**config.mk**
```make
export PLATFORM = sky130hd
export DESIGN_NAME = dcache_top
export DESIGN_NICKNAME = d
export VERILOG_FILES = /design/src/source/dcache_pkg.sv /design/src/source/dcache_top.sv /design/src/source/dcache_resp.sv /design/src/source/dcache_lookup.sv /design/src/source/dcache_req_decode.sv /design/src/source/dcache_rst_block.sv
export VERILOG_INCLUDE_DIRS = /design/src /design/src/source
export SDC_FILE = /design/constraint.sdc
export NUM_CORES = 1
export LEC_CHECK = 0
export CAP_MARGIN = 20
export CORE_ASPECT_RATIO = 0.9
export CORE_MARGIN = 5
export CORE_UTILIZATION = 50
export DETAILED_ROUTE_END_ITERATION = 10
export DONT_BUFFER_PORTS = 1
export GPL_TIMING_DRIVEN = 0
export PLACE_DENSITY_LB_ADDON = 0.15
export SLEW_MARGIN = 20
export SYNTH_ARGS = -nofsm -noshare
export SYNTH_HDL_FRONTEND = slang
export SYNTH_SLANG_ARGS = --single-unit
```
**constraint.sdc**
```tcl
create_clock -name clk_i -period 12.5 [get_ports clk_i]
set_input_delay 2.5 -clock clk_i [delete_from_list [all_inputs] [get_ports clk_i]]
set_output_delay 2.5 -clock clk_i [all_outputs]
set_load 0.03 [all_outputs]
```
**src/source/dcache_macros.svh**
```systemverilog
// Data cache sizes
// Direct-mapped, one 32-bit word per line

`ifndef DCACHE_MACROS_SVH
`define DCACHE_MACROS_SVH

// Data word and byte address width
`define DCACHE_WORD_W 32

// Set index width, 16 sets
`define DCACHE_IDX_W 4

// Number of sets, also the length of the reset sweep
`define DCACHE_SETS 16

// Byte offset inside a word
`define DCACHE_OFF_W 2

// Tag is what is left of the address
`define DCACHE_TAG_W 26

`endif
```
**src/source/dcache_pkg.sv**
```systemverilog
// Data cache types
// Address views and the structs passed between cache stages

`include "dcache_macros.svh"

package dcache_pkg;

  // One byte address, read raw toward memory or split for the lookup
  typedef union packed {
    logic [`DCACHE_WORD_W-1:0] raw;
    struct packed {
      logic [`DCACHE_TAG_W-1:0] tag;
      logic [`DCACHE_IDX_W-1:0] idx;
      logic [`DCACHE_OFF_W-1:0] off;
    } fields;
  } dcache_addr_u;

  // CPU request, held by the CPU while busy
  typedef struct packed {
    logic                      valid;
    logic                      we;
    logic [`DCACHE_WORD_W-1:0] addr;
    logic [`DCACHE_WORD_W-1:0] wdata;
  } cpu_req_t;

  // Response toward the CPU, ack marks a finished store
  typedef struct packed {
    logic                      valid;
    logic                      ack;
    logic [`DCACHE_WORD_W-1:0] rdata;
  } cpu_rsp_t;

  // Operation registered by decode
  typedef struct packed {
    logic                      valid;
    logic                      we;
    dcache_addr_u              addr;
    logic [`DCACHE_WORD_W-1:0] wdata;
  } dec_op_t;

  // Invalidate request from the reset sweep
  typedef struct packed {
    logic                     valid;
    logic [`DCACHE_IDX_W-1:0] idx;
  } rst_req_t;

  // Memory side, read strobes get one return, writes are posted
  typedef struct packed {
    logic                      valid;
    logic                      we;
    logic [`DCACHE_WORD_W-1:0] addr;
    logic [`DCACHE_WORD_W-1:0] data;
  } mem_req_t;

  typedef struct packed {
    logic                      valid;
    logic [`DCACHE_WORD_W-1:0] data;
  } mem_rsp_t;

endpackage

```
**src/source/dcache_top.sv**
```systemverilog
// Level-one data cache
// Reset sweep, decode, lookup and result stages

`timescale 1ns/1ps
`include "dcache_macros.svh"

module dcache_top
  import dcache_pkg::*;
(
  input  logic     clk_i,
  input  logic     rst_ni,
  input  cpu_req_t cpu_req,
  output logic     busy,
  output cpu_rsp_t cpu_rsp,
  output mem_req_t mem_req,
  input  mem_rsp_t mem_rsp
);

  // Stage links
  rst_req_t                 rst_req;
  dec_op_t                  dec_op;
  logic                     inv;
  logic [`DCACHE_IDX_W-1:0] inv_idx;
  logic                     stall;
  cpu_rsp_t                 hit_op;

  dcache_rst_block dcache_rst_block_inst (
    .clk_i   (clk_i),
    .rst_ni  (rst_ni),
    .rst_req (rst_req)
  );

  dcache_req_decode dcache_req_decode_inst (
    .clk_i   (clk_i),
    .rst_ni  (rst_ni),
    .cpu_req (cpu_req),
    .rst_req (rst_req),
    .stall   (stall),
    .busy    (busy),
    .dec_op  (dec_op),
    .inv     (inv),
    .inv_idx (inv_idx)
  );

  dcache_lookup dcache_lookup_inst (
    .clk_i   (clk_i),
    .rst_ni  (rst_ni),
    .dec_op  (dec_op),
    .inv     (inv),
    .inv_idx (inv_idx),
    .mem_rsp (mem_rsp),
    .mem_req (mem_req),
    .stall   (stall),
    .hit_op  (hit_op)
  );

  dcache_resp dcache_resp_inst (
    .clk_i   (clk_i),
    .rst_ni  (rst_ni),
    .hit_op  (hit_op),
    .cpu_rsp (cpu_rsp)
  );

endmodule

```
**src/source/dcache_resp.sv**
```systemverilog
// Data cache result stage
// Registers one response per finished operation toward the CPU

`timescale 1ns/1ps
`include "dcache_macros.svh"

module dcache_resp
  import dcache_pkg::*;
(
  input  logic     clk_i,
  input  logic     rst_ni,
  input  cpu_rsp_t hit_op,
  output cpu_rsp_t cpu_rsp
);

  logic                      vld_q;
  logic                      ack_q;
  logic [`DCACHE_WORD_W-1:0] data_q;

  // Clean one-cycle strobe
  always_ff @(posedge clk_i or negedge rst_ni) begin
    if (!rst_ni) begin
      vld_q <= 1'b0;
    end else begin
      vld_q <= hit_op.valid;
    end
  end

  // Last response data stays visible between strobes
  always_ff @(posedge clk_i) begin
    if (hit_op.valid) begin
      ack_q  <= hit_op.ack;
      data_q <= hit_op.rdata;
    end
  end

  assign cpu_rsp = '{valid: vld_q, ack: ack_q, rdata: data_q};

  // Back-to-back strobes only for two ops in flight
  a_no_stretch: assert property (@(posedge clk_i) disable iff (!rst_ni)
    (cpu_rsp.valid && $past(cpu_rsp.valid)) |-> ($past(hit_op.valid) && $past(hit_op.valid, 2)));

endmodule

```
**src/source/dcache_lookup.sv**
```systemverilog
// Data cache lookup stage
// Tag, valid and data arrays, hit detection, refill and write-through

`timescale 1ns/1ps
`include "dcache_macros.svh"

module dcache_lookup
  import dcache_pkg::*;
(
  input  logic                     clk_i,
  input  logic                     rst_ni,
  input  dec_op_t                  dec_op,
  input  logic                     inv,
  input  logic [`DCACHE_IDX_W-1:0] inv_idx,
  input  mem_rsp_t                 mem_rsp,
  output mem_req_t                 mem_req,
  output logic                     stall,
  output cpu_rsp_t                 hit_op
);

  typedef enum logic {
    StIdle,
    StRefill
  } state_t;

  state_t state_d, state_q;

  // Per-set storage
  logic [`DCACHE_SETS-1:0]   valid_q;
  logic [`DCACHE_TAG_W-1:0]  tag_q  [`DCACHE_SETS];
  logic [`DCACHE_WORD_W-1:0] data_q [`DCACHE_SETS];

  logic [`DCACHE_IDX_W-1:0]  idx;
  logic                      hit;
  logic                      do_op;
  logic                      ld_miss;
  logic                      fill;

  logic                      rsp_vld_q;
  logic                      rsp_ack_q;
  logic [`DCACHE_WORD_W-1:0] rsp_data_q;

  logic                      mem_vld_q;
  logic                      mem_we_q;
  logic [`DCACHE_WORD_W-1:0] mem_addr_q;
  logic [`DCACHE_WORD_W-1:0] mem_data_q;

  assign idx = dec_op.addr.fields.idx;
  assign hit = valid_q[idx] && (tag_q[idx] == dec_op.addr.fields.tag);

  // Ops are taken only when no refill is running
  assign do_op   = (state_q == StIdle) && dec_op.valid;
  assign ld_miss = do_op && !dec_op.we && !hit;
  assign fill    = (state_q == StRefill) && mem_rsp.valid;

  // Combinational miss blocks the next acceptance in the same cycle
  assign stall = ld_miss || (state_q == StRefill);

  always_comb begin
    state_d = state_q;
    case (state_q)
      StIdle:   if (ld_miss) state_d = StRefill;
      StRefill: if (mem_rsp.valid) state_d = StIdle;
      default:  state_d = StIdle;
    endcase
  end

  always_ff @(posedge clk_i or negedge rst_ni) begin
    if (!rst_ni) begin
      state_q <= StIdle;
    end else begin
      state_q <= state_d;
    end
  end

  // Valid bits are cleared by the sweep invalidate and set by a refill
  always_ff @(posedge clk_i) begin
    if (inv) begin
      valid_q[inv_idx] <= 1'b0;
    end else if (fill) begin
      valid_q[idx] <= 1'b1;
    end
  end

  // Refill writes tag and data while a store hit writes only the data word
  always_ff @(posedge clk_i) begin
    if (fill) begin
      tag_q[idx]  <= dec_op.addr.fields.tag;
      data_q[idx] <= mem_rsp.data;
    end else if (do_op && dec_op.we && hit) begin
      data_q[idx] <= dec_op.wdata;
    end
  end

  // Response for load hits and all stores
  // Held load after a refill comes back here as a hit
  always_ff @(posedge clk_i or negedge rst_ni) begin
    if (!rst_ni) begin
      rsp_vld_q <= 1'b0;
    end else begin
      rsp_vld_q <= do_op && (dec_op.we || hit);
    end
  end

  always_ff @(posedge clk_i) begin
    if (do_op) begin
      rsp_ack_q  <= dec_op.we;
      rsp_data_q <= dec_op.we ? dec_op.wdata : data_q[idx];
    end
  end

  assign hit_op = '{valid: rsp_vld_q, ack: rsp_ack_q, rdata: rsp_data_q};

  // Memory strobe for every store and for each load miss
  always_ff @(posedge clk_i or negedge rst_ni) begin
    if (!rst_ni) begin
      mem_vld_q <= 1'b0;
    end else begin
      mem_vld_q <= do_op && (dec_op.we || !hit);
    end
  end

  always_ff @(posedge clk_i) begin
    if (do_op) begin
      mem_we_q   <= dec_op.we;
      mem_addr_q <= dec_op.addr.raw;
      mem_data_q <= dec_op.wdata;
    end
  end

  assign mem_req = '{valid: mem_vld_q, we: mem_we_q, addr: mem_addr_q, data: mem_data_q};

  // A memory return arrives only while a refill waits
  a_rsp_in_refill: assert property (@(posedge clk_i) disable iff (!rst_ni)
    mem_rsp.valid |-> state_q == StRefill);

  // One read per refill
  a_single_read: assert property (@(posedge clk_i) disable iff (!rst_ni)
    (state_q == StRefill && $past(state_q) == StRefill) |-> !(mem_req.valid && !mem_req.we));

endmodule

```
**src/source/dcache_req_decode.sv**
```systemverilog
// Data cache front stage
// Arbitrates sweep against CPU, decodes the address and registers the op

`timescale 1ns/1ps
`include "dcache_macros.svh"

module dcache_req_decode
  import dcache_pkg::*;
(
  input  logic                     clk_i,
  input  logic                     rst_ni,
  input  cpu_req_t                 cpu_req,
  input  rst_req_t                 rst_req,
  input  logic                     stall,
  output logic                     busy,
  output dec_op_t                  dec_op,
  output logic                     inv,
  output logic [`DCACHE_IDX_W-1:0] inv_idx
);

  logic                      accept;
  logic                      op_valid_q;
  logic                      op_we_q;
  dcache_addr_u              op_addr_q;
  logic [`DCACHE_WORD_W-1:0] op_wdata_q;

  // Sweep invalidates go straight to the arrays
  assign inv     = rst_req.valid;
  assign inv_idx = rst_req.idx;

  // CPU waits during the sweep and during a refill
  assign busy   = rst_req.valid | stall;
  assign accept = cpu_req.valid & ~busy;

  // Op valid, held while the lookup stalls
  always_ff @(posedge clk_i or negedge rst_ni) begin
    if (!rst_ni) begin
      op_valid_q <= 1'b0;
    end else if (!stall) begin
      op_valid_q <= accept;
    end
  end

  // Op payload, loaded only on acceptance
  always_ff @(posedge clk_i) begin
    if (accept) begin
      op_we_q       <= cpu_req.we;
      // Raw view written here, lookup reads the field view
      op_addr_q.raw <= cpu_req.addr;
      op_wdata_q    <= cpu_req.wdata;
    end
  end

  assign dec_op = '{
    valid: op_valid_q,
    we:    op_we_q,
    addr:  op_addr_q,
    wdata: op_wdata_q
  };

  // A missing load is replayed from this register after the refill
  a_hold_on_stall: assert property (@(posedge clk_i) disable iff (!rst_ni)
    stall |=> $stable(dec_op));

endmodule

```
**src/source/dcache_rst_block.sv**
```systemverilog
// Data cache reset sweep
// Walks every set once after reset and asks for its invalidation

`timescale 1ns/1ps
`include "dcache_macros.svh"

module dcache_rst_block
  import dcache_pkg::*;
(
  input  logic     clk_i,
  input  logic     rst_ni,
  output rst_req_t rst_req
);

  // Index of the last set in the sweep
  localparam logic [`DCACHE_IDX_W-1:0] LastIdx = `DCACHE_IDX_W'(`DCACHE_SETS - 1);

  typedef enum logic {
    StReset,
    StDone
  } state_t;

  state_t                   state_d, state_q;
  logic [`DCACHE_IDX_W-1:0] cnt_q;
  logic                     tc;

  // Set counter runs only during the sweep
  always_ff @(posedge clk_i or negedge rst_ni) begin
    if (!rst_ni) begin
      cnt_q <= '0;
    end else if (state_q == StReset) begin
      cnt_q <= cnt_q + 1'b1;
    end
  end

  assign tc = (cnt_q == LastIdx);

  // Leave the sweep at the terminal count
  always_comb begin
    state_d = state_q;
    if (state_q == StReset && tc) begin
      state_d = StDone;
    end
  end

  always_ff @(posedge clk_i or negedge rst_ni) begin
    if (!rst_ni) begin
      state_q <= StReset;
    end else begin
      state_q <= state_d;
    end
  end

  assign rst_req = '{valid: (state_q == StReset), idx: cnt_q};

  // Sweep is a single pass
  a_no_restart: assert property (@(posedge clk_i) disable iff (!rst_ni)
    !rst_req.valid |=> !rst_req.valid);

endmodule

```
# Word level (Yosys, flattened, before mapping)
# Memories as Yosys holds them, arrays and structs flattened. A register that Yosys moved wholly into a read port is not among the register bits.
# Cells that the tools add are included.
word_totals:
  elab_cells: 73
  reg_bits: 221
  mem_bits_rw: 928
  in_bits: 101
  mem_count: 2
  output_inout_bits: 101
op_classes:
  n_lt_le_gt_ge: 4
  n_reduce_logical: 17
  eq_ne: 3
  bitwise_logic: 9
  muxes: 20
  add_sub_neg: 1
mem_list:
  columns: ["name", "words", "width", "read_ports", "rd_clocked_by_memory_dff", "write_ports", "line", "text"]
  rows:
  - ["dcache_lookup_inst.data_q", 16, 32, 1, 1, 1, "dcache_lookup.sv:31", "logic [`DCACHE_WORD_W-1:0] data_q [`DCACHE_SETS];"]
  - ["dcache_lookup_inst.tag_q", 16, 26, 1, 1, 1, "dcache_lookup.sv:30", "logic [`DCACHE_TAG_W-1:0] tag_q [`DCACHE_SETS];"]
op_table:
  columns: ["operator", "n"]
  rows:
  - ["2-to-1 mux 32 bit", 2]
  - ["2-to-1 mux 16 bit", 2]
  - ["equality test 26 bit", 1]
  - ["bitwise AND 16 bit", 1]
  - ["inverter 16 bit", 1]
  - ["OR 16 bit", 1]
  - ["logical AND 1 bit", 12]
  - ["< comparator 4 x 5 -> 1 bit (second input constant)", 2]
  - ["2-to-1 mux 1 bit", 10]
  - ["demux 1 bit (select 4 bit)", 2]
  - ["greater-or-equal comparator 4 x 1 -> 1 bit (second input constant)", 2]
  - ["2-to-1 mux 4 bit", 2]
  - ["adder 4 x 1 -> 4 bit (second input constant)", 1]
  - ["binary-select mux 1 bit (select 4 bit)", 1]
  - ["equality test 4 bit (second input constant)", 1]
  - ["logical OR 1 bit", 3]
  - ["inverter 1 bit", 3]
  - ["zero test 1 bit", 2]
  - ["inequality test 2 x 1 -> 1 bit (second input constant)", 1]
  - ["OR 1 bit", 2]
  - ["case mux 1 bit (2 select lines)", 1]
  - ["bitwise AND 1 bit", 1]

# Depth between registers and ports, before layout
logic_depth:
  word_depth: 10
  mapped_depth: 16
  ltp_nobuf: 8

# Cells and area by module
# Synthesis repeated with hierarchy kept, for this count alone.
hier_totals:
  hier_cells: 2094
  area_unflattened_um2: 44285.0
by_module_without_submodules:
  columns: ["module", "area_each_um2", "seq_area_each_um2", "cells_per_inst", "instances"]
  rows:
  - ["dcache_lookup", 40980.6, 31335.1, 1967, 1]
  - ["dcache_req_decode", 2055.7, 1976.9, 76, 1]
  - ["dcache_resp", 1031.0, 1016.0, 36, 1]
  - ["dcache_rst_block", 217.7, 125.1, 15, 1]

# Worst setup path before layout
# OpenSTA, ideal clock, no wires.
synth_timing:
  path_kind: "input -> register"
  startpoint: "in cpu_req[65] (netlist name)"
  endpoint: "reg dcache_req_decode_inst.op_addr_q[0] (netlist name) (enable)"
  setup_time_ns: 0.509
  path_slack_ns: 6.163
  path_buffers: 0
  t_arrival_ns: 5.827
  cell_stages: 2
  required_ns: 11.991
  path_cell_list: "nand3_1 -> a21oi_1"
synth_between:
  elab_chain_cells: 1
synth_rtl:
  columns: ["item", "line", "text"]
  rows:
  - ["start, declared", "dcache_top.sv:12", "input cpu_req_t cpu_req,"]
  - ["bitwise AND 1 bit", "dcache_req_decode.sv:33", "assign accept = cpu_req.valid & ~busy;"]
  - ["net dcache_req_decode_inst.accept", "dcache_req_decode.sv:21", "logic accept;"]
  - ["end, declared", "dcache_req_decode.sv:24", "dcache_addr_u op_addr_q;"]
# The timed path passes the listed nets, and every way through them passes these cells.
# A chain may end at the register's enable or synchronous reset.

==> run metrics <==
outcome finished, final reports clean; gr usage total 22.5%; final period utilization 60.4%; PD cells 215 nW/µm²; I/O Pins 202; hold crit path type reg2reg; busiest grt layer met2; r2r worst-path depth 15; Clock Skew 0.0243 ns; critical path required time 10.00 ns; synthesized instance count 2036; CTS tree yes; Yosys warnings 0; number of port buffers 0; post-synthesis sequential area ratio 77.6%; Final Non-Filler Cells 3468; number of flops mapped to enable cells by yosys 1139; Clock Latency Late Sink 0.69 ns; Max Cap Viol 0; final setup TNS 0 ns; Placed Instances 3249; most instantiated cells after synthesis 1139 x edfxtp_1, 234 x mux4_2, 87 x mux2i_1; DR iter-0 viols 2221; Syn Nets 2141; # setup viols final 0; Worst setup SP type flop; Peak VDD IR 0.130 mV; first-pass GRT wire length 155000 µm; post-synthesis async set-or-reset flop share 0.867%; most frequent cell after synthesis edfxtp_1; Seq cells post-synth 1153; hold path depth 0; Initial Util 50.5%; share of the synthesized area in the top cell type 76.9%; DRC viols 0; Root Buffer clkbuf_16; Peak Freq 132 MHz; largest net degree at the start of global routing 62; worst r2r dst dcache_lookup_inst.data_q[6][15]; leakage 16.5 nW; M1 GR Usage 31.7%; hold buffers post-CTS 0; Hold Startpoint dcache_lookup_inst.rsp_data_q[3]; grt met3 use 3.73%; GR met2 Demand/Resource 37.4%; Post-DRT Antenna Nets 0; post-DP HPWL 69500 µm; GRT overflow 0; Via density 6.12; Total Wirelength 107000 µm; post-route setup slack 4.95 ns; cell area after technology mapping 44500 µm²; Vias 21200; layout cell share with drive strength beyond 1 27.8%; Power, Total 11.1 mW; Finished Cell Area 51500 µm²; Final Hold Viols 0; drt first pass iters 6; clk sinks 1153; Yosys top cell by area edfxtp_1; area growth from synthesis to layout 15.9%; Syn Area/Cell 21.8 µm²; crit path DAT 5.05 ns; Die Area 95000 µm²; cts bufs inserted 114; Resized Gates After CTS 0; Synth cell types 63; max_slew headroom 24.4%; crit-path max FO 10; Primary FF master, synth edfxtp_1; R2R Setup Slk 6.79 ns; Slew Viols, Final 0; Critical Path End Type output pin; setup slack after placement 5.60 ns; initial antenna violation count 5; GP Congestion 0.816; actual slew at the worst max-slew pin 1.12 ns; hold path endpoint dcache_resp_inst.data_q[3]; Post-CTS Setup Bufs 0; vias in the first global route 21900; Post-DP Area 47600 µm²; Die Y 293 µm; Setup Crit Path Kind reg2out; clk buf depth 3; die width 324 µm; layout net count 2316; row cnt 103; WL per Instance 30.9 µm; top post-synthesis cells by area edfxtp_1 77%, mux4_2 12%, mux2i_1 2.0%; RSZ-0062 raised after global routing no; Clock transition at path regs 0.06 ns; Final min period 7.55 ns; Max H-tree Level 3; core area 88000 µm²
==> layer usage <==
metal / vias to the layer above / share of wire [%]
li1: 8865 / -
met1: 11400 / 41
met3: 176 / 6.5
met5: - / 0.019
met4: 2 / 2.5
met2: 807 / 50
==> report_power, final <==
group,switching (mW),internal [mW]
combinational,1.36,1.03
sequential,0.449,4.74
clock,1.47,2.03
==> flip-flops by register name (all words and copies together), names as in the netlist, 4 cells and up, named ones only <==
register                           flops
dcache_rst_block_inst.cnt_q            4
dcache_lookup_inst.valid_q            16
dcache_req_decode_inst.op_addr_q      32
dcache_lookup_inst.mem_data_q         32
dcache_lookup_inst.data_q            512
dcache_resp_inst.data_q               32
dcache_lookup_inst.rsp_data_q         32
dcache_lookup_inst.mem_addr_q         32
dcache_lookup_inst.tag_q             416
dcache_req_decode_inst.op_wdata_q     32
==> cell usage in the layout (no fill, tap or decap), types with 6 or more instances in the layout <==
master,n
clkbuf_1,62
edfxtp_1,1139
a21oi_4,18
clkinv_1,18
nand2_1,48
xor2_1,12
buf_2,20
a31oi_1,6
o21ai_0,7
nor2_1,29
xnor2_1,21
dfrtp_1,9
a21oi_1,45
clkinvlp_4,9
mux4_2,234
mux2_2,66
buf_16,42
a22o_1,11
inv_6,6
buf_12,7
buf_4,16
clkbuf_2,10
nor2b_1,17
clkinv_2,23
and2_1,8
a221oi_1,7
buf_8,11
a22oi_1,23
clkbuf_16,114
mux2i_1,87
bufinv_16,16
nand4_1,12
buf_6,14
inv_1,14
nor2_4,16
nand3_1,17
and3_1,11
buf_1,7
==> final cells by class <==
cell class,instances,area [µm²]
timing repair buffer,59,1450
inverter,15,61.3
clock inverter,79,921
clock buffer,137,2950
multi-input combinational,760,9560
buffer,108,619
fill,6330,36500
sequential,1153,34500
antenna,2,5.00
tap,1155,1450
==> through the flow <==
stage	hold WS, ns	utilization, %
3_3_place_gp	0.402	52.2
5_1_grt	0.416	58.6
4_1_cts	0.412	58.5
2_1_floorplan	0.400	-
6_report	0.417	58.6
3_5_place_dp	0.405	54.1
==> critical path, cell delays in order (launching register included) <==
cell and delay (ns):
dfxtp_1 0.40, buf_4 0.26, buf_4 0.28, buf_2 0.30, clkbuf_1 0.68, nor3_1 0.13, a311oi_1 0.44, nand4_1 0.24
a2111oi_4 0.66, and3_1 0.26, clkbuf_1 0.30, o311ai_1 0.36
==> how the worst max path moves through the flow <==
stage                      startpoint                              endpoint  slack, ns  depth (start not counted)
after floorplan           cpu_req[65]   dcache_req_decode_inst.op_addr_q[0]       6.16                          2
after detailed placement         flop                                  busy       5.60                         11
after CTS                        flop                                  busy       4.86                         11
after global routing             flop                                  busy       4.80                         11
after global placement           flop  dcache_req_decode_inst.op_addr_q[16]       2.22                         10
final                            flop                                  busy       4.95                         11
==> kinds of logic (layout without fill, tap and decap cells) <==
group | after synthesis | count (layout) | synth area share, %
flip-flops | 1153 | 1153 | 77.6
multiplexers | 393 | 393 | 15.7
AND/OR/NAND/NOR | 178 | 178 | 1.98
AO/OA/AOI/OAI | 152 | 152 | 2.43
buffers and inverters | 123 | 398 | 1.49
XOR/XNOR | 33 | 33 | 0.650
adder cells (fa/ha/maj) | 4 | 4 | 0.113
other | 0 | 2 | 0
Note: power is estimated with default switching activity, not from simulation.
